--- config.mk ---
export PLATFORM = sky130hd
export DESIGN_NAME = ind_btb_retire_path
export DESIGN_NICKNAME = d
export VERILOG_FILES = /design/src/hw/ind_btb_pkg.sv /design/src/hw/ind_btb_retire_path.sv
export SDC_FILE = /design/constraint.sdc
export NUM_CORES = 1
export LEC_CHECK = 0
export ABC_CLOCK_PERIOD_IN_PS = 3700
export BUFFER_PORTS_ARGS = -buffer_cell sky130_fd_sc_hd__clkbuf_2
export CAP_MARGIN = 40
export CORE_ASPECT_RATIO = 0.75
export CORE_MARGIN = 2
export CORE_UTILIZATION = 45
export CTS_CLUSTER_DIAMETER = 150
export DETAILED_ROUTE_END_ITERATION = 12
export PLACE_DENSITY = 0.79
export SLEW_MARGIN = 20
export SYNTH_ARGS = -nofsm -noshare
export SYNTH_HDL_FRONTEND = slang
export SYNTH_SLANG_ARGS = --single-unit
--- constraint.sdc ---
create_clock -name dout_update_clk -period 3.7 [get_ports dout_update_clk]
set_input_delay 0.37 -clock dout_update_clk [delete_from_list [all_inputs] [get_ports dout_update_clk]]
set_output_delay 0.37 -clock dout_update_clk [all_outputs]
set_load 0.01 [all_outputs]
--- src/hw/ind_btb_pkg.sv ---
// indirect btb shared definitions
package ind_btb_pkg;

  // ========================================
  // widths and constants
  // ========================================
  // one path index from the fetch check logic
  localparam int path_w   = 8;
  // history stages, stage 0 newest
  localparam int hist_depth = 4;
  // retire slots per cycle
  localparam int retire_w = 3;
  // low target bits kept per entry
  localparam int target_w = 20;
  // table index, two bits per history stage
  localparam int index_w  = 8;
  // privilege snapshot comes out of reset in machine mode
  localparam logic [1:0] priv_machine = 2'b11;

  // ========================================
  // packed bundles
  // ========================================
  typedef struct packed {
    logic [hist_depth-1:0][path_w-1:0] stage;
  } path_hist_t;

  typedef struct packed {
    logic                valid;
    logic [1:0]          priv;
    logic [target_w-1:0] target;
  } btb_entry_t;

  typedef struct packed {
    logic              jmp;
    logic [path_w-1:0] chk_idx;
  } retire_slot_t;

  // slot 0 is the oldest retiring instruction
  typedef struct packed {
    retire_slot_t [retire_w-1:0] slot;
    logic                        mispred;
    logic                        jmp_mispred;
    logic [target_w-1:0]         target;
  } retire_bus_t;

  typedef struct packed {
    logic              jmp_detect;
    logic              check_vld;
    logic [path_w-1:0] path;
  } fetch_bus_t;

  typedef struct packed {
    logic               wen;
    logic               ren;
    logic [index_w-1:0] index;
    btb_entry_t         data;
  } btb_cmd_t;

endpackage
--- src/hw/ind_btb_retire_path.sv ---
// retire side path history
`timescale 1ns/1ps

module ind_btb_retire_path (
  input  logic                     dout_update_clk,
  input  logic                     cpurst_b,
  input  ind_btb_pkg::retire_bus_t retire,
  input  logic                     btb_en,
  input  logic                     inv_on,
  output ind_btb_pkg::path_hist_t  rtu_hist,
  output ind_btb_pkg::path_hist_t  rtu_hist_next
);

  logic rtu_jmp_any;

  // ========================================
  // jump detect over all retire slots
  // ========================================
  always_comb
  begin
    rtu_jmp_any = 1'b0;
    for (int s = 0; s < ind_btb_pkg::retire_w; s++)
    begin
      rtu_jmp_any = rtu_jmp_any | retire.slot[s].jmp;
    end
  end

  // ========================================
  // next history
  // ========================================
  // slots shift in oldest first
  // so the youngest jumping slot lands in stage 0
  // covers every slot-jump pattern, none jumping keeps the value
  always_comb
  begin
    rtu_hist_next = rtu_hist;
    for (int s = 0; s < ind_btb_pkg::retire_w; s++)
    begin
      if (retire.slot[s].jmp)
      begin
        // older stages move up by one
        for (int k = ind_btb_pkg::hist_depth - 1; k > 0; k--)
        begin
          rtu_hist_next.stage[k] = rtu_hist_next.stage[k-1];
        end
        rtu_hist_next.stage[0] = retire.slot[s].chk_idx;
      end
    end
  end

  // ========================================
  // history register
  // ========================================
  always_ff @(posedge dout_update_clk or negedge cpurst_b)
  begin
    if (!cpurst_b)
      rtu_hist <= '0;
    else if (inv_on)
      rtu_hist <= '0;
    else if (rtu_jmp_any && btb_en)
      rtu_hist <= rtu_hist_next;
  end

endmodule

==> metrics <==
LEAKAGE=1.445 nW; DRT Pass-1 Iters=5; final hold vios=12; syn_nets=280; most used cell, CP=clkbuf_2; status=finished, violations left; failing checks=negative hold slack; placed insts=362; fin crit share=0.6877; # rows=22; Worst Path Class, Setup=in2out; Clock Tree Buf Depth=2; CTS tree=built; Placed Area=2696 um2; DR WL/cell=18.43 um; drc violations=0; ys async rst share=1.000; cell area after synthesis=2296 um2; IO Count=117; HP Class=in2async; initial antenna violation count=0; clk root buf=clkbuf_8; post-synthesis cell count=227; Slew headroom=0.4550; area grow syn2layout=22.56%; most instantiated cells after synthesis=32 x a22o_1, 32 x dfrtp_1, 21 x mux2i_1; Starting DRT DRC Count=172; non-filler cells, final=371; # hold bufs at CTS=0; #FFs+latches synth=32; Vias=2261; H-tree depth=2; sequential fraction of the synthesis area=0.3488; DRT antenna net count=0; Syn. warnings=0; vias per cell=6.094; finished layout cell area=2814 um2; cts bufs inserted=5; crit-path leading delay family=buffers and inverters; GRT Overall Usage=0.2473; fin crit period=2.544 ns; Yosys top cell area share=0.3488; clk_skew=0.005291 ns; Largest Register=rtu_hist; core region area=4900 um2; Final nets=363; die area=5696 um2; Setup Fix Bufs, Post-CTS=0; Syn Area/Cell=10.11 um2; Max Cap Viol=0; EDFF count, synth=0; CP bufs+invs=3; remaining global-route overflow=0; Worst EP required=3.33 ns; PostCTS Resize Cnt=0; Largest regs=rtu_hist x32; top cell type by total area after synthesis=dfrtp_1; final hold slack=-0.01652 ns; fmax=393.0 MHz; die width=86.48 um; Worst-path clk slew=0.07 ns; worst slew pin tran=0.8174 ns; Worst-Skew Late Latency=0.29 ns; max FFs per register=32; Die Y=65.86 um; CP Max Fanout=32; Register Area=800.8 um2; IO buf count=94; Multi-input gate area=1290 um2; maximum VDD drop=0.1803 mV; RD Place Congestion=0.8687; Arr. time, crit path=2.17 ns; RSZ-0062 raised after global routing=false; Cell Chain, Critical Path=clkbuf_2, inv_1, mux2i_1, o221ai_1, clkbuf_2; Crit-path slowest cell=clkbuf_2; fill count=465; Yosys cell types=31; global-route wire length before repair=10900 um; setup TNS=0 ns; kind of end point of the critical path=output pin; antenna cells=0; TritonCTS Sinks=32; fin. max-slew vios=0; number of global-route vias before repair=2100; setup violators final=0; worst stage delay on the critical path=0.61 ns; layout cell share with drive strength beyond 1=0.4180; starting density of the core=0.4686; largest net degree at the start of global routing=34; ranking of synthesized cells by area=dfrtp_1 35%, a22o_1 12%, mux2_2 9.3%; Worst setup SP type=input pin; Synth Flop Type=dfrtp_1; total wire length=6838 um; Post-DP HPWL=4638 um; pwr dens=355.0 nW/um2
-- cell usage in the layout (no fill, tap or decap), types with 7 or more instances in the layout --
cell       n
mux2_2    19
inv_1      7
mux2i_1   21
a211oi_1   7
nor2_1     9
dfrtp_1   32
o31ai_1    7
o21ai_0    8
o22ai_1   13
clkbuf_2  94
nand2_1   12
nor2b_1    8
a22o_1    32
-- final cells by class --
cell class,count,share of cell area
Clock buffer,8,0.03201
Inverter,8,0.01067
Multi-Input combinational cell,164,0.4584
Sequential cell,32,0.2846
Tap cell,60,0.02668
Timing Repair Buffer,99,0.1876
-- final timing paths --
check                                start           endpoint  slack (ns)  cells past startpoint
max in group asynchronous         cpurst_b        rtu_hist[7]        3.28                      2
max                             retire[39]  rtu_hist_next[15]        1.16                      5
max reg2reg                    rtu_hist[1]       rtu_hist[17]        2.22                      4
min reg2reg                   rtu_hist[29]       rtu_hist[29]        0.53                      1
min in group dout_update_clk    retire[43]        rtu_hist[3]        0.44                      4
min                               cpurst_b       rtu_hist[11]       -0.02                      1
-- cell families (layout without fill, tap and decap cells) --
logic type / Yosys count / count (layout) / share of synthesized area
compound gates: 85 / 85 / 0.2834
xor+xnor: 2 / 2 / 0.007631
buf+inv: 31 / 115 / 0.09156
flops: 32 / 32 / 0.3488
mux: 42 / 42 / 0.1978
simple gates: 35 / 35 / 0.07084
-- power by group --
group	internal, mW	switching (mW)
clock network	0.152	0.136
registers	0.372	0.0261
logic	0.134	0.178
-- metal layers --
layer,up-vias,routed length [um],GRT usage
met1,1090,3175,0.3603
met3,5,614,0.05618
met5,-,0,0
met4,0,52,0.08008
met2,121,2995,0.3606
li1,1045,-,-
-- stage by stage --
step | worst slack [ns] | power [mW] | utilization
finish | 1.156 | 0.9990 | 0.5743
global route | 0.9646 | 1.046 | 0.5743
CTS | 1.159 | 0.9971 | 0.5687
detailed placement | 1.003 | 0.7110 | 0.5503
global placement | 1.054 | 0.7034 | 0.5503
floorplan | 1.969 | 0.5994 | -
Power figures use the tool's default switching activity.
