$ cat src/hw/ind_btb_pkg.sv
// indirect btb shared definitions
package ind_btb_pkg;

  // ========================================
  // widths and constants
  // ========================================
  // one path index from the fetch check logic
  localparam int path_w   = 8;
  // history stages, stage 0 newest
  localparam int hist_depth = 4;
  // retire slots per cycle
  localparam int retire_w = 3;
  // low target bits kept per entry
  localparam int target_w = 20;
  // table index, two bits per history stage
  localparam int index_w  = 8;
  // privilege snapshot comes out of reset in machine mode
  localparam logic [1:0] priv_machine = 2'b11;

  // ========================================
  // packed bundles
  // ========================================
  typedef struct packed {
    logic [hist_depth-1:0][path_w-1:0] stage;
  } path_hist_t;

  typedef struct packed {
    logic                valid;
    logic [1:0]          priv;
    logic [target_w-1:0] target;
  } btb_entry_t;

  typedef struct packed {
    logic              jmp;
    logic [path_w-1:0] chk_idx;
  } retire_slot_t;

  // slot 0 is the oldest retiring instruction
  typedef struct packed {
    retire_slot_t [retire_w-1:0] slot;
    logic                        mispred;
    logic                        jmp_mispred;
    logic [target_w-1:0]         target;
  } retire_bus_t;

  typedef struct packed {
    logic              jmp_detect;
    logic              check_vld;
    logic [path_w-1:0] path;
  } fetch_bus_t;

  typedef struct packed {
    logic               wen;
    logic               ren;
    logic [index_w-1:0] index;
    btb_entry_t         data;
  } btb_cmd_t;

endpackage
$ cat src/hw/ind_btb_dout_reg.sv
// indirect btb output register
`timescale 1ns/1ps

module ind_btb_dout_reg (
  input  logic                    dout_update_clk,
  input  logic                    cpurst_b,
  input  logic                    rd_issue,
  input  logic                    inv_on,
  input  ind_btb_pkg::btb_entry_t rdata,
  input  logic [1:0]              priv_mode,
  output ind_btb_pkg::btb_entry_t dout,
  output logic [1:0]              priv_out
);

  logic rd_flop;
  logic dout_capture;

  // ========================================
  // read in flight, lines up with array data
  // ========================================
  always_ff @(posedge dout_update_clk or negedge cpurst_b)
  begin
    if (!cpurst_b)
      rd_flop <= 1'b0;
    else if (inv_on)
      rd_flop <= 1'b0;
    else
      rd_flop <= rd_issue;
  end

  // sweep start drops the pending read
  assign dout_capture = rd_flop && !inv_on;

  // ========================================
  // data and privilege snapshot
  // ========================================
  always_ff @(posedge dout_update_clk or negedge cpurst_b)
  begin
    if (!cpurst_b)
    begin
      dout     <= '0;
      priv_out <= ind_btb_pkg::priv_machine;
    end
    else if (dout_capture)
    begin
      dout     <= rdata;
      // priv taken when the data lands
      priv_out <= priv_mode;
    end
  end

endmodule

$ cat config.mk
export PLATFORM = sky130hd
export DESIGN_NAME = ind_btb_dout_reg
export DESIGN_NICKNAME = d
export VERILOG_FILES = /design/src/hw/ind_btb_pkg.sv /design/src/hw/ind_btb_dout_reg.sv
export SDC_FILE = /design/constraint.sdc
export NUM_CORES = 1
export LEC_CHECK = 0
export BUFFER_PORTS_ARGS = -buffer_cell sky130_fd_sc_hd__buf_2
export CORE_ASPECT_RATIO = 1.4
export CORE_MARGIN = 1
export CORE_UTILIZATION = 44
export DETAILED_ROUTE_END_ITERATION = 7
export PLACE_DENSITY = 0.78
export SKIP_CTS_REPAIR_TIMING = 1
export SLEW_MARGIN = 0
export SYNTH_ARGS = -nofsm -noshare
export SYNTH_HDL_FRONTEND = slang
export SYNTH_SLANG_ARGS = --single-unit
$ cat constraint.sdc
create_clock -name dout_update_clk -period 1.3 [get_ports dout_update_clk]
set_input_delay 0.325 -clock dout_update_clk [delete_from_list [all_inputs] [get_ports dout_update_clk]]
set_output_delay 0.325 -clock dout_update_clk [all_outputs]
set_load 0.02 [all_outputs]
==> results.sh <==
export IMPL_total_power_mw=2.09
export IMPL_ant_nets=0
export IMPL_clk_pin_slew_ps=130
export IMPL_crit_path_start_kind="flop"
export IMPL_ys_seq_area_share_pct=60.8
export IMPL_cp_end_kind="primary output"
export IMPL_synth_top_cells_by_count="dfrtp_1 (24), mux2_4 (20), mux2_2 (5)"
export IMPL_finalCritPeriodShare_pct=100
export IMPL_vias=647
export IMPL_setup_viol=1
export IMPL_cts_buffers_inserted=3
export IMPL_dp_slack_ps=50.1
export IMPL_core_area_sq_um=2230
export IMPL_crit_chain="buf_6"
export IMPL_crit_buf_inv=1
export IMPL_grt_usage_pct=15.3
export IMPL_path_class="flop to primary output"
export IMPL_synth_area_top_cells="dfrtp_1 (56%), mux2_4 (28%), mux2_2 (5.2%), dfstp_2 (4.9%), buf_12 (3.7%)"
export IMPL_fin_ws_ps=-3.23
export IMPL_start_util_pct=48.2
export IMPL_cp_arrival_ps=980
export IMPL_synth_simple_gate_area_share_pct=1.17
export IMPL_routed_wl_um=1820
export IMPL_grt_first_pass_wirelength_um=2950
export IMPL_io_buffer_count=53
export IMPL_die_area_sq_um=2640
export IMPL_syn_cell_area_sq_um=1070
export IMPL_ir_worst_vdd_v=0.000725
export IMPL_hp_class="input port to async pin"
export IMPL_clock_power_share_pct=18.5
export IMPL_synth_cell_types=7
export IMPL_status="complete, but fails checks"
export IMPL_rsz0062_at_grt="true"
export IMPL_hold_ws_ps=-11.0
export IMPL_post_dp_hpwl_um=1340
export IMPL_synth_top_cell_by_area="dfrtp_1"
export IMPL_layout_nets=142
export IMPL_synth_compound_area_share_pct=0
export IMPL_clkLatencyLatePin_ps=300
export IMPL_post_route_util_pct=63.4
export IMPL_syn2layout_area_growth_pct=31.5
export IMPL_p_leak_nw=0.727
export IMPL_fp_row_count=20
export IMPL_diodes=0
export IMPL_yosysTopAreaCellShare_pct=55.9
export IMPL_r2r_slack_ps=150
export IMPL_combPwrFrac_pct=31.5
export IMPL_violations="DRC, hold timing, setup timing"
export IMPL_switchingPower_mw=0.618
export IMPL_synth_xor_area_share_pct=0
export IMPL_drive_gt1_share_pct=77.7
export IMPL_synth_flop_cell="dfrtp_1"
export IMPL_htree_levels=1
export IMPL_drc=4
export IMPL_slew_headroom_pct=63.1
export IMPL_dr_first_iter_drc_count=18
export IMPL_synthMuxAreaShare_pct=33.2
export IMPL_cpLargestDelayFamily="flip-flops"
export IMPL_yosys_area_share_adder_pct=0
export IMPL_wl_per_cell_um=13.6
export IMPL_synth_avg_cell_area_sq_um=19.2
export IMPL_grt_max_degree=27
export IMPL_viasPerCell=4.83
export IMPL_synth_edf_count=0
export IMPL_die_w_um=43.7
export IMPL_cts_root_buf="clkbuf_4"
export IMPL_synth_nets=85
export IMPL_crit_slowest_cell="dfstp_2"
export IMPL_cpPeakStageDelay_ps=560
export IMPL_slew_violations=0
export IMPL_filler_cell_count=188
export IMPL_drtPass1Iterations=6
export IMPL_synth_top_family_by_area="multiplexers"
export IMPL_drv_cap=0
export IMPL_ys_ff_latch=26
export IMPL_p_per_area_nw_per_um2=1480
export IMPL_synth_cells=56
export IMPL_cts_tree="built"
export IMPL_fin_crit_ps=1300
export IMPL_clk_path_buf_depth=2
export IMPL_yosys_warnings=0
export IMPL_fp_dieH_um=60.4
export IMPL_crit_required_ps=980
export IMPL_numClockSinks=26
export IMPL_grt_ovfl_total=0
export IMPL_tightest_slew_ps=553
export IMPL_gp_congestion=0.649
export IMPL_ios=54
export IMPL_intPower_mw=1.47
export IMPL_hold_violations=24
export IMPL_max_freq_ghz=0.767
export IMPL_antenna_found_initial=0
export IMPL_grt_pass1_vias=670
export IMPL_synth_most_common_cell="dfrtp_1"
export IMPL_pwr_share_seq_pct=50.0
export IMPL_finClkSkew_ps=3.83
export IMPL_p_sw_share_pct=29.6
export IMPL_synthArstFlopShare_pct=100
export IMPL_worstPathMaxFanout=2
routing by layer:
layer  track usage [%]  up-vias  wire length (um)
met5                 0        -                 0
met4              8.04        0                17
met3              2.98        2               128
li1                  -      304                 -
met1              18.7      315               743
met2              25.4       26               928
power groups by stage:
stage	clock network [mW]	logic, mW	registers [mW]
2_1_floorplan	0	0.229	1.24
3_3_place_gp	0	0.640	1.05
3_5_place_dp	0	0.650	1.06
4_1_cts	0.409	0.652	1.04
5_1_grt	0.438	0.701	1.06
6_report	0.386	0.658	1.04
placed cells by master (no fill, tap or decap):
cell type	n
buf_12	2
clkbuf_4	3
buf_2	51
buf_6	2
clkbuf_8	1
dfrtp_1	24
mux2_2	5
mux2_4	20
dfstp_2	2
nor2b_1	1
nor2b_4	1
layout make-up:
cell class / count / area (sq um) / area share, %
multi-input combinational: 27 / 377 / 26.7
tap: 22 / 27.5 / 1.95
clock buffer: 4 / 36.3 / 2.57
sequential: 26 / 653 / 46.3
timing repair buffer: 55 / 318 / 22.5
registers in the layout, indices dropped and copies added (netlist names):
name and flops:
rd_flop 1, priv_out 2, dout 23
kinds of logic (layout without fill, tap and decap cells):
logic type / Yosys count / after routing
and+or+nand+nor: 2 / 2
buffers and inverters: 3 / 59
DFF: 26 / 26
muxes: 25 / 25
path summary, 6_finish.rpt:
path	cells past startpoint	startpoint	end
setup / recovery	1	priv_out[1]	priv_out[1]
hold / removal	1	cpurst_b	dout[5]
setup reg to reg	3	rd_flop	dout[0]
hold reg to reg	1	dout[16]	dout[16]
max in group asynchronous	1	cpurst_b	priv_out[1]
min in group dout_update_clk	2	inv_on	rd_flop
metrics by stage:
step                std cells  TNS [ps]  instance area, sq um
detailed placement        130         0                  1360
finish                    134     -3.23                  1410
global route              134     -94.3                  1410
floorplan                  56         0                  1070
CTS                       134      -108                  1400
global placement          130         0                  1360
Power figures use the tool's default switching activity.
