==> src/hw/ind_btb_pkg.sv <==
// indirect btb shared definitions
package ind_btb_pkg;

  // ========================================
  // widths and constants
  // ========================================
  // one path index from the fetch check logic
  localparam int path_w   = 8;
  // history stages, stage 0 newest
  localparam int hist_depth = 4;
  // retire slots per cycle
  localparam int retire_w = 3;
  // low target bits kept per entry
  localparam int target_w = 20;
  // table index, two bits per history stage
  localparam int index_w  = 8;
  // privilege snapshot comes out of reset in machine mode
  localparam logic [1:0] priv_machine = 2'b11;

  // ========================================
  // packed bundles
  // ========================================
  typedef struct packed {
    logic [hist_depth-1:0][path_w-1:0] stage;
  } path_hist_t;

  typedef struct packed {
    logic                valid;
    logic [1:0]          priv;
    logic [target_w-1:0] target;
  } btb_entry_t;

  typedef struct packed {
    logic              jmp;
    logic [path_w-1:0] chk_idx;
  } retire_slot_t;

  // slot 0 is the oldest retiring instruction
  typedef struct packed {
    retire_slot_t [retire_w-1:0] slot;
    logic                        mispred;
    logic                        jmp_mispred;
    logic [target_w-1:0]         target;
  } retire_bus_t;

  typedef struct packed {
    logic              jmp_detect;
    logic              check_vld;
    logic [path_w-1:0] path;
  } fetch_bus_t;

  typedef struct packed {
    logic               wen;
    logic               ren;
    logic [index_w-1:0] index;
    btb_entry_t         data;
  } btb_cmd_t;

endpackage
==> src/hw/ind_btb_inv_ctrl.sv <==
// invalidation sweep control
`timescale 1ns/1ps

module ind_btb_inv_ctrl #(
  parameter int index_w = ind_btb_pkg::index_w
) (
  input  logic               dout_update_clk,
  input  logic               cpurst_b,
  input  logic               inv_req,
  output logic               inv_on,
  output logic               inv_ack,
  output logic [index_w-1:0] inv_idx
);

  logic               sweep_start;
  logic               sweep_last;
  logic [index_w-1:0] sweep_cnt;

  // new sweep only after the previous ack was dropped
  assign sweep_start = inv_req && !inv_ack && !inv_on;
  // final entry, index 0
  assign sweep_last  = inv_on && (sweep_cnt == '0);

  // ========================================
  // sweep counter and busy flag
  // ========================================
  always_ff @(posedge dout_update_clk or negedge cpurst_b)
  begin
    if (!cpurst_b)
    begin
      inv_on    <= 1'b0;
      sweep_cnt <= '0;
    end
    else if (sweep_start)
    begin
      inv_on    <= 1'b1;
      sweep_cnt <= '1;
    end
    else if (sweep_last)
      inv_on <= 1'b0;
    else if (inv_on)
      sweep_cnt <= sweep_cnt - 1'b1;
  end

  // ack up at sweep end, down once req is released
  always_ff @(posedge dout_update_clk or negedge cpurst_b)
  begin
    if (!cpurst_b)
      inv_ack <= 1'b0;
    else if (sweep_last)
      inv_ack <= 1'b1;
    else if (!inv_req)
      inv_ack <= 1'b0;
  end

  assign inv_idx = sweep_cnt;

  // ========================================
  // handshake checks
  // ========================================
  a_ack_not_during_sweep: assert property (
    @(posedge dout_update_clk) disable iff (!cpurst_b)
    !(inv_ack && inv_on)
  ) else $error("inv_ack high while sweep running");

endmodule

==> config.mk <==
export PLATFORM = sky130hd
export DESIGN_NAME = ind_btb_inv_ctrl
export DESIGN_NICKNAME = d
export VERILOG_FILES = /design/src/hw/ind_btb_pkg.sv /design/src/hw/ind_btb_inv_ctrl.sv
export SDC_FILE = /design/constraint.sdc
export NUM_CORES = 1
export LEC_CHECK = 0
export ABC_CLOCK_PERIOD_IN_PS = 1900
export BUFFER_PORTS_ARGS = -buffer_cell sky130_fd_sc_hd__buf_2
export CAP_MARGIN = 20
export CORE_AREA = 2 2 39 41
export DETAILED_ROUTE_END_ITERATION = 16
export DIE_AREA = 0 0 41 43
export PLACE_DENSITY_LB_ADDON = 0.2
export RECOVER_POWER = 100
export SYNTH_ARGS = -nofsm -noshare
export SYNTH_HDL_FRONTEND = slang
export SYNTH_SLANG_ARGS = --single-unit
==> constraint.sdc <==
create_clock -name dout_update_clk -period 1.9 [get_ports dout_update_clk]
set_input_delay 0 -clock dout_update_clk [delete_from_list [all_inputs] [get_ports dout_update_clk]]
set_output_delay 0 -clock dout_update_clk [all_outputs]
set_load 0.03 [all_outputs]
==> key figures <==
Floorplanning
  – Boundary pin count: 13
  – Die Area: between 1500 and 2000 um2
  – Initial standard-cell utilization of the core: 39.15%
  – Std cell rows: 14
  – Width of the die: about 41 um
  – Vertical extent of the die: 43 um
  – Core area: 1384 um2

Place
  – GP Congestion: roughly 0.77
  – Placement-stage worst setup slack: 137.9 ps
  – IO Port Bufs: 12
  – Detailed placement HPWL: 862.5 um
  – Cell Area, Placed: 644.4 um2

Detailed routing
  – Initial DRC Count: 9
  – Via count normalized by instance count: 5.227
  – DRC errors left: 0
  – Detailed-route wire length: 1145 um
  – Routed wirelength normalized by instance count: between 10 and 15 um
  – Detail Route Antenna Nets: 0
  – First-pass iteration count of the detailed router: 4
  – Count of vias placed by the detailed router: 460

Synth
  – Post-synthesis cell type count: 25
  – Synthesized Nets: a little under 60
  – Syn Area/Cell: between 10 and 15 um2
  – Xor and xnor fraction of the mapped netlist area: 0%
  – Yosys top cell area share: between 40 and 50%
  – Most frequently used flop master after synthesis: dfrtp_1
  – Arithmetic-cell share of the synthesized area counting full adders, half adders and majority gates: about 4.6%
  – List of most frequent post-synthesis cells: dfrtp_1 (10), nor2_1 (6), inv_1 (4)
  – Post-synthesis cell area: between 500 and 600 um2
  – Compound-cell area share of the yosys netlist: around 15%
  – Multiplexer share of the synthesized area: under 10%
  – Share of the yosys chip area belonging to registers: 46.19%
  – Leading post-synthesis cells by cell area: dfrtp_1 (46%), mux2i_1 (5.5%), ha_1 (4.6%)
  – Async set-or-reset flop fraction in the synthesized netlist: 100.0%
  – EDFF count, synth: 0
  – Leading cell type by number of instances after synthesis: dfrtp_1
  – Largest area contributor in the netlist: dfrtp_1
  – Simple logic cell fraction of the synthesized area: around a quarter
  – Number of synthesis warnings: 0
  – Flip-flop and latch count after synthesis: 10
  – Dominant combinational cell family by area after synthesis: simple AND/OR/NAND/NOR gates
  – Number of instances in the synthesized netlist: 53

Global routing
  – Number of antenna violations at the first check in global routing: 0
  – Vias in the first global route: roughly 420
  – Maximum number of pins on one net before global-route repair: 11
  – Overflow left after global routing: 0
  – Wire length of the first global-routing pass: between 1500 and 2000 um
  – GRT Total Usage: about 17%

CTS
  – CTS clk-pin slew, worst paths: 70 ps
  – Number of H-tree levels: 1
  – Clock insertion delay at the later pin of the skew report: around 260 ps
  – Clock Path Buffers: 2
  – Root cell of the clock tree: clkbuf_4
  – Number of sinks driven by the clock tree: 10
  – Number of buffers created by CTS: 3
  – Resized Gates After CTS: 0
  – Clock tree from TritonCTS: built

Finish
  – Number of filler cells placed in the layout: roughly 150
  – Diodes inserted: 0
  – Post-route standard cell area excluding fillers: between 600 and 700 um2
  – FF/Latch Area: approximately 250 um2
  – Share of final-layout standard cells stronger than drive strength 1: 13.89%
  – Area growth syn-to-layout: 21.25%
  – Area of the multi-input gates: between 200 and 300 um2
  – Final #Nets: 79

STA
  – Max Clock Skew: 6.405 ps
  – Slew Limit Fails: 0
  – Final setup fails: 0
  – Minimum clock period: between 1500 and 2000 ps
  – Part of the cycle the worst path needs: 92.46%
  – Setup repair after global routing missed its margin: no
  – Sum Neg Setup Slack: 0 ps
  – Worst path setup slack after routing: approximately 140 ps
  – Slew at the pin with the worst max-slew slack: around 550 ps
  – Achievable clock frequency: around 570 MHz
  – Remaining max-slew budget at the tightest pin: between 60% and 70%
  – Final Hold Viols: 0

Run
  – MaxCap Viol Count: 0

Setup path
  – Maximum net fanout on the critical path: 6
  – Worst Setup End Kind: flop
  – Setup CP Type: reg -> reg
  – Nature of the critical path startpoint: flop
  – Cells along the critical path: inv_1 > ha_1 > or4b_1 > o21ai_2 > mux2i_1
  – CP max stage cell: or4b_1
  – Slowest cell delay on critical path: ~500 ps
  – Arrival time at the worst endpoint: about 1900 ps
  – Data required, critical path: 2090 ps
  – Setup slack, reg-to-reg: 140 ps

Power
  – Leakage power: between 0.0002 and 0.0003 uW
  – Peak supply drop: between 0.2 and 0.3 mV
  – Total power consumption of the routed design: approximately 370 uW
  – Power per Cell Area: 565.2 nW/um2

Outcome
  – Status: completed

Min path
  – Hold Crit Class: in -> reg
==> kinds of logic (layout without fill, tap and decap cells) <==
kind of cell,after synthesis,after routing
AOI/OAI and AO/OA,12,12
adders and majority gates,2,2
buffers and inverters,4,23
DFF,10,10
muxes,3,3
and+or+nand+nor,22,22
==> cells in the final DEF, fill, tap and decap left out, drive strengths merged <==
cell	n
o21ai	4
clkbuf	14
or4	1
buf	4
or3	2
nor4	1
nand3	2
o221ai	1
a21oi	3
inv	4
nand2	2
o31ai	2
nor2	6
or4b	1
ha	2
nor2b	1
dfrtp	10
or3b	1
or2	1
a22o	1
nand4bb	1
nand3b	1
mux2i	3
nor3b	1
a2111o	1
dlygate4sd3	1
nand2b	1
==> state kept, by name, summed over array words and instances, names as in the netlist <==
| name | flops |
|---|---|
| inv_idx | 8 |
| inv_on | 1 |
| inv_ack | 1 |
==> stage by stage <==
step | std cells | utilization (%) | hold WS (ps)
finish | 88 | 47.47 | 15.89
global route | 88 | 47.47 | 16.70
CTS | 88 | 48.92 | 11.23
detailed placement | 84 | 46.56 | -126.2
global placement | 84 | 46.56 | -122.0
floorplan | 53 | - | -295.6
==> critical path: cells and delay by family, from the launching register on <==
kind                       cells  cell delay, ps
AOI/OAI and AO/OA              1             250
DFF                            1             430
and+or+nand+nor                1             510
buffers and inverters          1             100
muxes                          1             220
adders and majority gates      1             170
==> final cells by class <==
class / count / share of cell area, %
inverters: 4 / 2.286
flip-flops and latches: 10 / 38.10
well taps: 16 / 3.048
clock buffers: 3 / 3.429
repair buffers: 16 / 12.00
multi-input cells: 39 / 41.14
==> power breakdown <==
group / switching, uW / internal [uW] / total (uW)
clock network: 69.9 / 73.0 / 143
logic: 8.91 / 4.29 / 13.2
registers: 1.20 / 214 / 215
==> worst paths after layout <==
| check | from | end | depth (start not counted) |
|---|---|---|---|
| worst max register to register | inv_idx[0] | inv_idx[1] | 5 |
| worst min-delay path | inv_req | inv_ack | 2 |
| worst min register to register | inv_idx[4] | inv_idx[4] | 1 |
| max in group asynchronous | cpurst_b | inv_idx[3] | 2 |
| worst max-delay path | inv_idx[0] | inv_idx[1] | 5 |
| min in group asynchronous | cpurst_b | inv_idx[5] | 2 |
==> repair_timing <==
action                    in CTS  in global routing
hold endpoints to repair      10                  0
buffers inserted               0                  0
hold buffers                   1                  0
==> routing by layer <==
metal	vias up	global-route usage (%)	share of wire [%]	routed length, um
li1	235	-	-	-
met1	213	27.33	51	583
met2	10	20.63	43	492
met3	2	3.141	4.9	56
met4	0	10.00	1.0	12
met5	-	0	0	0
(Power assumes the default switching activity.)
