**src/hw/ind_btb_pkg.sv**
```systemverilog
// indirect btb shared definitions
package ind_btb_pkg;

  // ========================================
  // widths and constants
  // ========================================
  // one path index from the fetch check logic
  localparam int path_w   = 8;
  // history stages, stage 0 newest
  localparam int hist_depth = 4;
  // retire slots per cycle
  localparam int retire_w = 3;
  // low target bits kept per entry
  localparam int target_w = 20;
  // table index, two bits per history stage
  localparam int index_w  = 8;
  // privilege snapshot comes out of reset in machine mode
  localparam logic [1:0] priv_machine = 2'b11;

  // ========================================
  // packed bundles
  // ========================================
  typedef struct packed {
    logic [hist_depth-1:0][path_w-1:0] stage;
  } path_hist_t;

  typedef struct packed {
    logic                valid;
    logic [1:0]          priv;
    logic [target_w-1:0] target;
  } btb_entry_t;

  typedef struct packed {
    logic              jmp;
    logic [path_w-1:0] chk_idx;
  } retire_slot_t;

  // slot 0 is the oldest retiring instruction
  typedef struct packed {
    retire_slot_t [retire_w-1:0] slot;
    logic                        mispred;
    logic                        jmp_mispred;
    logic [target_w-1:0]         target;
  } retire_bus_t;

  typedef struct packed {
    logic              jmp_detect;
    logic              check_vld;
    logic [path_w-1:0] path;
  } fetch_bus_t;

  typedef struct packed {
    logic               wen;
    logic               ren;
    logic [index_w-1:0] index;
    btb_entry_t         data;
  } btb_cmd_t;

endpackage
```
**src/hw/ind_btb_spec_path.sv**
```systemverilog
// speculative path history
`timescale 1ns/1ps

module ind_btb_spec_path (
  input  logic                    dout_update_clk,
  input  logic                    cpurst_b,
  input  ind_btb_pkg::fetch_bus_t fetch,
  input  logic                    flush,
  input  logic                    retire_mispred,
  input  logic                    btb_en,
  input  logic                    inv_on,
  input  ind_btb_pkg::path_hist_t rtu_hist_next,
  output ind_btb_pkg::path_hist_t spec_hist_next
);

  ind_btb_pkg::path_hist_t spec_hist;
  ind_btb_pkg::path_hist_t spec_push;
  logic                    spec_recover;

  // flush or retire mispredict
  assign spec_recover = retire_mispred || flush;

  // fetch path pushed into stage 0
  always_comb
  begin
    spec_push.stage[0] = fetch.path;
    for (int k = 1; k < ind_btb_pkg::hist_depth; k++)
    begin
      spec_push.stage[k] = spec_hist.stage[k-1];
    end
  end

  // ========================================
  // next value, feeds the read hash
  // ========================================
  // recovery wins over a fetch push
  assign spec_hist_next = spec_recover    ? rtu_hist_next :
                          fetch.check_vld ? spec_push     :
                                            spec_hist;

  always_ff @(posedge dout_update_clk or negedge cpurst_b)
  begin
    if (!cpurst_b)
      spec_hist <= '0;
    else if (inv_on)
      spec_hist <= '0;
    else if (btb_en && (spec_recover || fetch.check_vld))
      spec_hist <= spec_hist_next;
  end

endmodule

```
**config.mk**
```make
export PLATFORM = sky130hd
export DESIGN_NAME = ind_btb_spec_path
export DESIGN_NICKNAME = d
export VERILOG_FILES = /design/src/hw/ind_btb_pkg.sv /design/src/hw/ind_btb_spec_path.sv
export SDC_FILE = /design/constraint.sdc
export NUM_CORES = 1
export LEC_CHECK = 0
export ABC_AREA = 1
export BUFFER_PORTS_ARGS = -buffer_cell sky130_fd_sc_hd__buf_2
export CAP_MARGIN = 20
export CORE_MARGIN = 2
export CORE_UTILIZATION = 54
export CTS_CLUSTER_SIZE = 28
export DETAILED_ROUTE_END_ITERATION = 8
export GPL_TIMING_DRIVEN = 0
export HOLD_SLACK_MARGIN = 0.05
export PLACE_DENSITY = 0.86
export SLEW_MARGIN = 20
export SYNTH_ARGS = -nofsm -noshare
export SYNTH_HDL_FRONTEND = slang
export SYNTH_SLANG_ARGS = --single-unit
```
**constraint.sdc**
```tcl
create_clock -name dout_update_clk -period 2.1 [get_ports dout_update_clk]
set_clock_uncertainty 0.1 [all_clocks]
set_input_delay 0.42 -clock dout_update_clk [delete_from_list [all_inputs] [get_ports dout_update_clk]]
set_output_delay 0.42 -clock dout_update_clk [all_outputs]
set_load 0.1 [all_outputs]
```
==> results_dict.tcl, run 1 <==
set metrics [dict create \
    status "complete, no violations" \
    fin_crit_ns 1.991 \
    wirelength_um 6153 \
    synth_area_um2 2260 \
    drt_drc_violations_left 0 \
    grt_max_degree 33 \
    synth_cells 388 \
    yosysSeqAreaShare_pct 35.44 \
    die_h_um 68.69 \
    maxCapViolCount 0 \
    diodes 0 \
    nFillCells 376 \
    globalplace.congestion 0.8366 \
    dieWidth_um 68.69 \
    setup-violations-final 0 \
    peakVddDrop_uv 462.6 \
    core_um2 4000 \
    rows 23 \
    cp-end-kind "primary output" \
    grt_pass1_vias 2314 \
    fin_cells 523 \
    preCtsSetupSlack_ns -0.01763 \
    synth_seq_cells 32 \
    report.final.slew_viol_count 0 \
    drt_first_pass_iters 5 \
    clock_latency_ns 0.29 \
    avgRoutedWirePerCell_um 11.76 \
    hold_slack_ns 0.08565 \
    ant_nets 0 \
    hold_path_class "in2async" \
    syn_to_final_growth_pct 27.91 \
    fmax_ghz 0.5022 \
    path_class "in2out" \
    p_int_mw 1.225 \
    worstPathRequired_ns 1.58 \
    synth_nets 436 \
    grt_overflow 0 \
    vias 2554 \
    io_pins 80 \
    largestRegisters "spec_hist: 32 flops" \
    cp_data_arrival_time_ns 1.47 \
    yosysWarningCount 0 \
    cp-start-kind "input port" \
    path_max_fanout 10 \
    grt_pass1_wl_um 9956 \
    timing.final.ws_setup_ns 0.1086 \
    yosys.cell_types.count 13 \
    drive_above_1_share_pct 22.83 \
    cellPowerDensity_nw_per_um2 749.1 \
    clkTransAtPathRegs_ns 0.07 \
    antenna_found_initial 0 \
    largest_register "spec_hist" \
    dpl.hpwl_um 4430 \
    slowest_stage "clkbuf_4" \
    avgSynthCellArea_um2 5.824 \
    rsz0062_at_grt "no" \
    cpPeakStageDelay_ns 0.34 \
    start_util_pct 56.49 \
    power_switching_mw 0.9399 \
    hold_viol 0 \
    clockPowerShare_pct 27.8 \
    dr.first_iter.drc_count 164 \
    fin_tns_setup_ns 0 \
    vias_per_cell 4.883 \
    port_buffers 77 \
    die_area_um2 4718 \
    crit_chain "buf_2 -> nor2_4 -> buf_4 -> nand3_1 -> nand2_1 -> clkbuf_4" \
    cts_sinks 32 \
    relSlewSlack_pct 50.70 \
    fin_crit_sh_pct 94.83 \
    largest_register_ffs 32 \
    combPwrFrac_pct 41.0 \
    clockBufferDepth 2 \
    fin_nets 520 \
    numCtsBuffers 5 \
    seqPwrFrac_pct 31.2 \
    cts_root_buffer "clkbuf_8" \
    grt.total_usage_pct 28.47 \
    p_sw_share_pct 43.41 \
    cts_tree "yes" \
    dp.cells 515 \
    htree_levels 2 \
    p_leak_nw 1.816 \
    worst_pin_slew_ns 0.7395 \
]
synth_stat cells:
| cell type | count | area, um2 |
|---|---|---|
| nand2_1 | 192 | 720.7 |
| nor2_1 | 64 | 240.2 |
| inv_1 | 41 | 153.9 |
| dfrtp_1 | 32 | 800.8 |
| nand3_1 | 32 | 160.2 |
| buf_4 | 9 | 67.56 |
| buf_2 | 7 | 35.03 |
| buf_6 | 3 | 33.78 |
| clkbuf_1 | 3 | 11.26 |
| inv_2 | 2 | 7.510 |
| nand2_2 | 1 | 6.260 |
| nand2_4 | 1 | 11.26 |
| nor2_4 | 1 | 11.26 |
power by group through the flow:
stage          registers [mW]  clock network (mW)  logic, mW
3_3_place_gp            0.685                   0      0.848
2_1_floorplan           0.684                   0      0.687
6_report                0.676               0.601      0.887
5_1_grt                 0.680               0.641      0.957
4_1_cts                 0.677               0.601      0.863
3_5_place_dp            0.689                   0      0.858
timing repair:
action	CTS	global route
buffers inserted	0	0
hold buffers	0	0
cloned	0	0
gates resized for setup	2	28
endpoints found under the setup margin	2	28
per-layer routing:
metal / track usage, % / wire (um)
met3: 6.494 / 384
met4: 10.05 / 73
met5: 0 / 0
met1: 35.25 / 2606
met2: 48.56 / 3089
cell families after synthesis:
family	after synthesis	share of synthesized area, %
buf+inv	65	13.68
simple gates	291	50.89
flops	32	35.44
layout by cell type (no fill, tap or decap):
cell type and count:
nand2_2 1, buf_2 54, clkinv_2 1, clkbuf_8 5
bufinv_16 1, nor2_4 1, clkbuf_1 4, inv_2 2
dfrtp_1 32, nor2_1 64, nand2_4 1, clkbuf_4 28
nand3_1 32, buf_6 3, nand2_1 192, inv_1 41
buf_4 11
layout make-up:
class                           count  area [um2]  share of cell area (%)
Clock buffer                        6       72.57                   2.511
Sequential cell                    32       800.8                   27.71
Tap cell                           50       62.56                   2.165
Inverter                           43       161.4                   5.584
Clock inverter                      2       35.03                   1.212
Multi-Input combinational cell    291        1150                   39.78
Buffer                             22       147.6                   5.108
Timing Repair Buffer               77       460.4                   15.93
critical path: cells and delay by family:
kind | cells | cell delay (ns)
AND/OR/NAND/NOR | 3 | 0.38
buffers and inverters | 3 | 0.66
per-stage QoR:
step	area (um2)	total power [mW]	utilization [%]
finish	2890	2.165	72.26
global route	2890	2.278	72.26
CTS	2820	2.141	70.50
detailed placement	2708	1.546	67.69
global placement	2708	1.533	67.69
floorplan	2260	1.370	-
worst paths after layout:
path	startpoint	endpoint	slack (ns)	cells after the start
worst max register to register	spec_hist[17]	spec_hist[17]	1.04	6
worst min-delay path	cpurst_b	spec_hist[0]	0.09	1
worst max-delay path	flush	spec_hist_next[8]	0.11	6
worst min register to register	spec_hist[27]	spec_hist[27]	0.50	4
min in group dout_update_clk	inv_on	spec_hist[17]	0.34	4
max in group asynchronous	cpurst_b	spec_hist[21]	1.34	1
No activity file was read; power rests on OpenSTA's default activity.
==> inputs of run 2 (changes only) <==
CORE_UTILIZATION = 40   (was 54)
PLACE_DENSITY = 0.66   (was 0.86)
==> run 2 against run 1 <==
First-iteration DRC count decreased by 0.61%. Highest routed layer unchanged. Largest power group unchanged. Register-to-register slack about the same. Non-clock buffer count stayed put. Setup slack worse by 0.035 ns. Critical path type unchanged.
==> results_dict.tcl, run 2 (synthesized netlist as in run 1, its figures left out) <==
set metrics [dict create \
    port_buffers 77 \
    p_leak_nw 1.806 \
    crit_family "buffers and inverters" \
    clock_latency_ns 0.29 \
    largest_register "spec_hist" \
    ant_nets 0 \
    fin_nets 520 \
    r2r_end "spec_hist[13]" \
    r2r_slack_ns 1.03 \
    drt_first_pass_iters 4 \
    cts_root_buffer "clkbuf_8" \
    report.final.slew_viol_count 0 \
    layout_common_cells "192 x nand2_1, 64 x nor2_1, 54 x buf_2" \
    worstReg2RegStart "spec_hist[13]" \
    fin_crit_ns 2.027 \
    htree_levels 2 \
    slowest_stage "clkbuf_4" \
    grt_pass1_wl_um 10950 \
    grt_overflow 0 \
    peakVddDrop_uv 304.1 \
    grt_max_degree 33 \
    die_area_um2 6266 \
    largest_register_ffs 32 \
    maxCapViolCount 0 \
    final_area_um2 2888 \
    cts_sinks 32 \
    cp-start-kind "input port" \
    vias 2497 \
    dpl.hpwl_um 4668 \
    grt_pass1_vias 2324 \
    path_max_fanout 10 \
    io_pins 80 \
    worstPathRequired_ns 1.58 \
    hold_viol 0 \
    avgRoutedWirePerCell_um 12.27 \
    met3_usage_pct 4.318 \
    vias_per_cell 4.590 \
    start_util_pct 41.29 \
    dpl_cell_area_um2 2735 \
    met1_usage_pct 28.58 \
    reg2regPathDepth 6 \
    drive_above_1_share_pct 22.67 \
    grt.total_usage_pct 22.50 \
    clockBufferDepth 2 \
    cts_tree "yes" \
    relSlewSlack_pct 48.09 \
    final_common_cell "nand2_1" \
    crit_buf_inv 4 \
    fmax_ghz 0.4934 \
    numCtsBuffers 5 \
    use_met2_pct 39.15 \
    dieWidth_um 79.16 \
    die_h_um 79.16 \
    postCtsSetupBuffers 0 \
    syn_to_final_growth_pct 27.80 \
    core_um2 5473 \
    cp_data_arrival_time_ns 1.51 \
    largestRegisters "spec_hist: 32 flops" \
    rsz0062_at_grt "no" \
    nFillCells 595 \
    dp.cells 537 \
    fin_crit_sh_pct 96.51 \
    antenna_found_initial 0 \
    total_power_mw 2.033 \
    dr.first_iter.drc_count 163 \
    cpPeakStageDelay_ns 0.28 \
    fin_tns_setup_ns 0 \
    clkTransAtPathRegs_ns 0.07 \
    worst_pin_slew_ns 0.7787 \
    wirelength_um 6675 \
    cellPowerDensity_nw_per_um2 704.2 \
    hold_slack_ns 0.1024 \
    diodes 0 \
    hold_path_class "in2async" \
    crit_chain "buf_2 -> nor2_4 -> inv_2 -> buf_2 -> nand2_1 -> nand2_1 -> clkbuf_4" \
    cp-end-kind "primary output" \
    busiest_layer "met2" \
    rows 27 \
    path_class "in2out" \
    status "complete, no violations" \
    setup-violations-final 0 \
    drt_drc_violations_left 0 \
    fin_cells 544 \
    globalplace.congestion 0.8154 \
]
## run 2: worst max-delay path by stage
stage             start            endpoint  cells after the start
2_1_floorplan  fetch[8]   spec_hist_next[0]                      6
3_3_place_gp      flush  spec_hist_next[10]                      6
3_5_place_dp      flush  spec_hist_next[10]                      6
4_1_cts           flush   spec_hist_next[5]                      6
5_1_grt           flush  spec_hist_next[23]                      7
6_report          flush  spec_hist_next[23]                      7
## run 2: worst reg2reg max path: stages, from the launching register on
cell	delay, ns
dfrtp_1	0.37
inv_1	0.12
nand2_1	0.07
nand3_1	0.06
nand2_1	0.08
nor2_1	0.10
nor2_1	0.06
## run 2: area by class of cell
cell class	instances	area, um2	share of cell area, %
clock inverter	1	5.005	0.1733
sequential	32	800.8	27.73
multi-input combinational	291	1150	39.82
inverter	43	161.4	5.589
tap	72	90.09	3.120
timing repair buffer	77	460.4	15.94
buffer	22	147.6	5.113
clock buffer	6	72.57	2.513
## run 2: power by group
group	switching, mW	internal [mW]
Clock	0.236	0.225
Combinational	0.684	0.213
Sequential	0.0118	0.663
## run 2: per-layer routing
layer | share of wire (%) | routed length (um)
met4 | 0.97 | 65
met2 | 46 | 3088
met1 | 48 | 3197
met5 | 0 | 0
met3 | 4.9 | 324
## run 2: through the flow
step,util [%],worst slack [ns]
after global placement,49.98,-0.04103
after detailed placement,49.98,-0.05295
after CTS,52.08,0.0008263
final,52.77,0.07325
after global routing,52.77,0.001742
after floorplan,-,0.04376
## run 2: timing repair
| action | in CTS | in global routing |
|---|---|---|
| cloned | 0 | 0 |
| hold buffers | 0 | 0 |
| setup endpoints to repair | 15 | 15 |
| endpoints found under the hold margin | 0 | 0 |
| resized for setup | 15 | 18 |
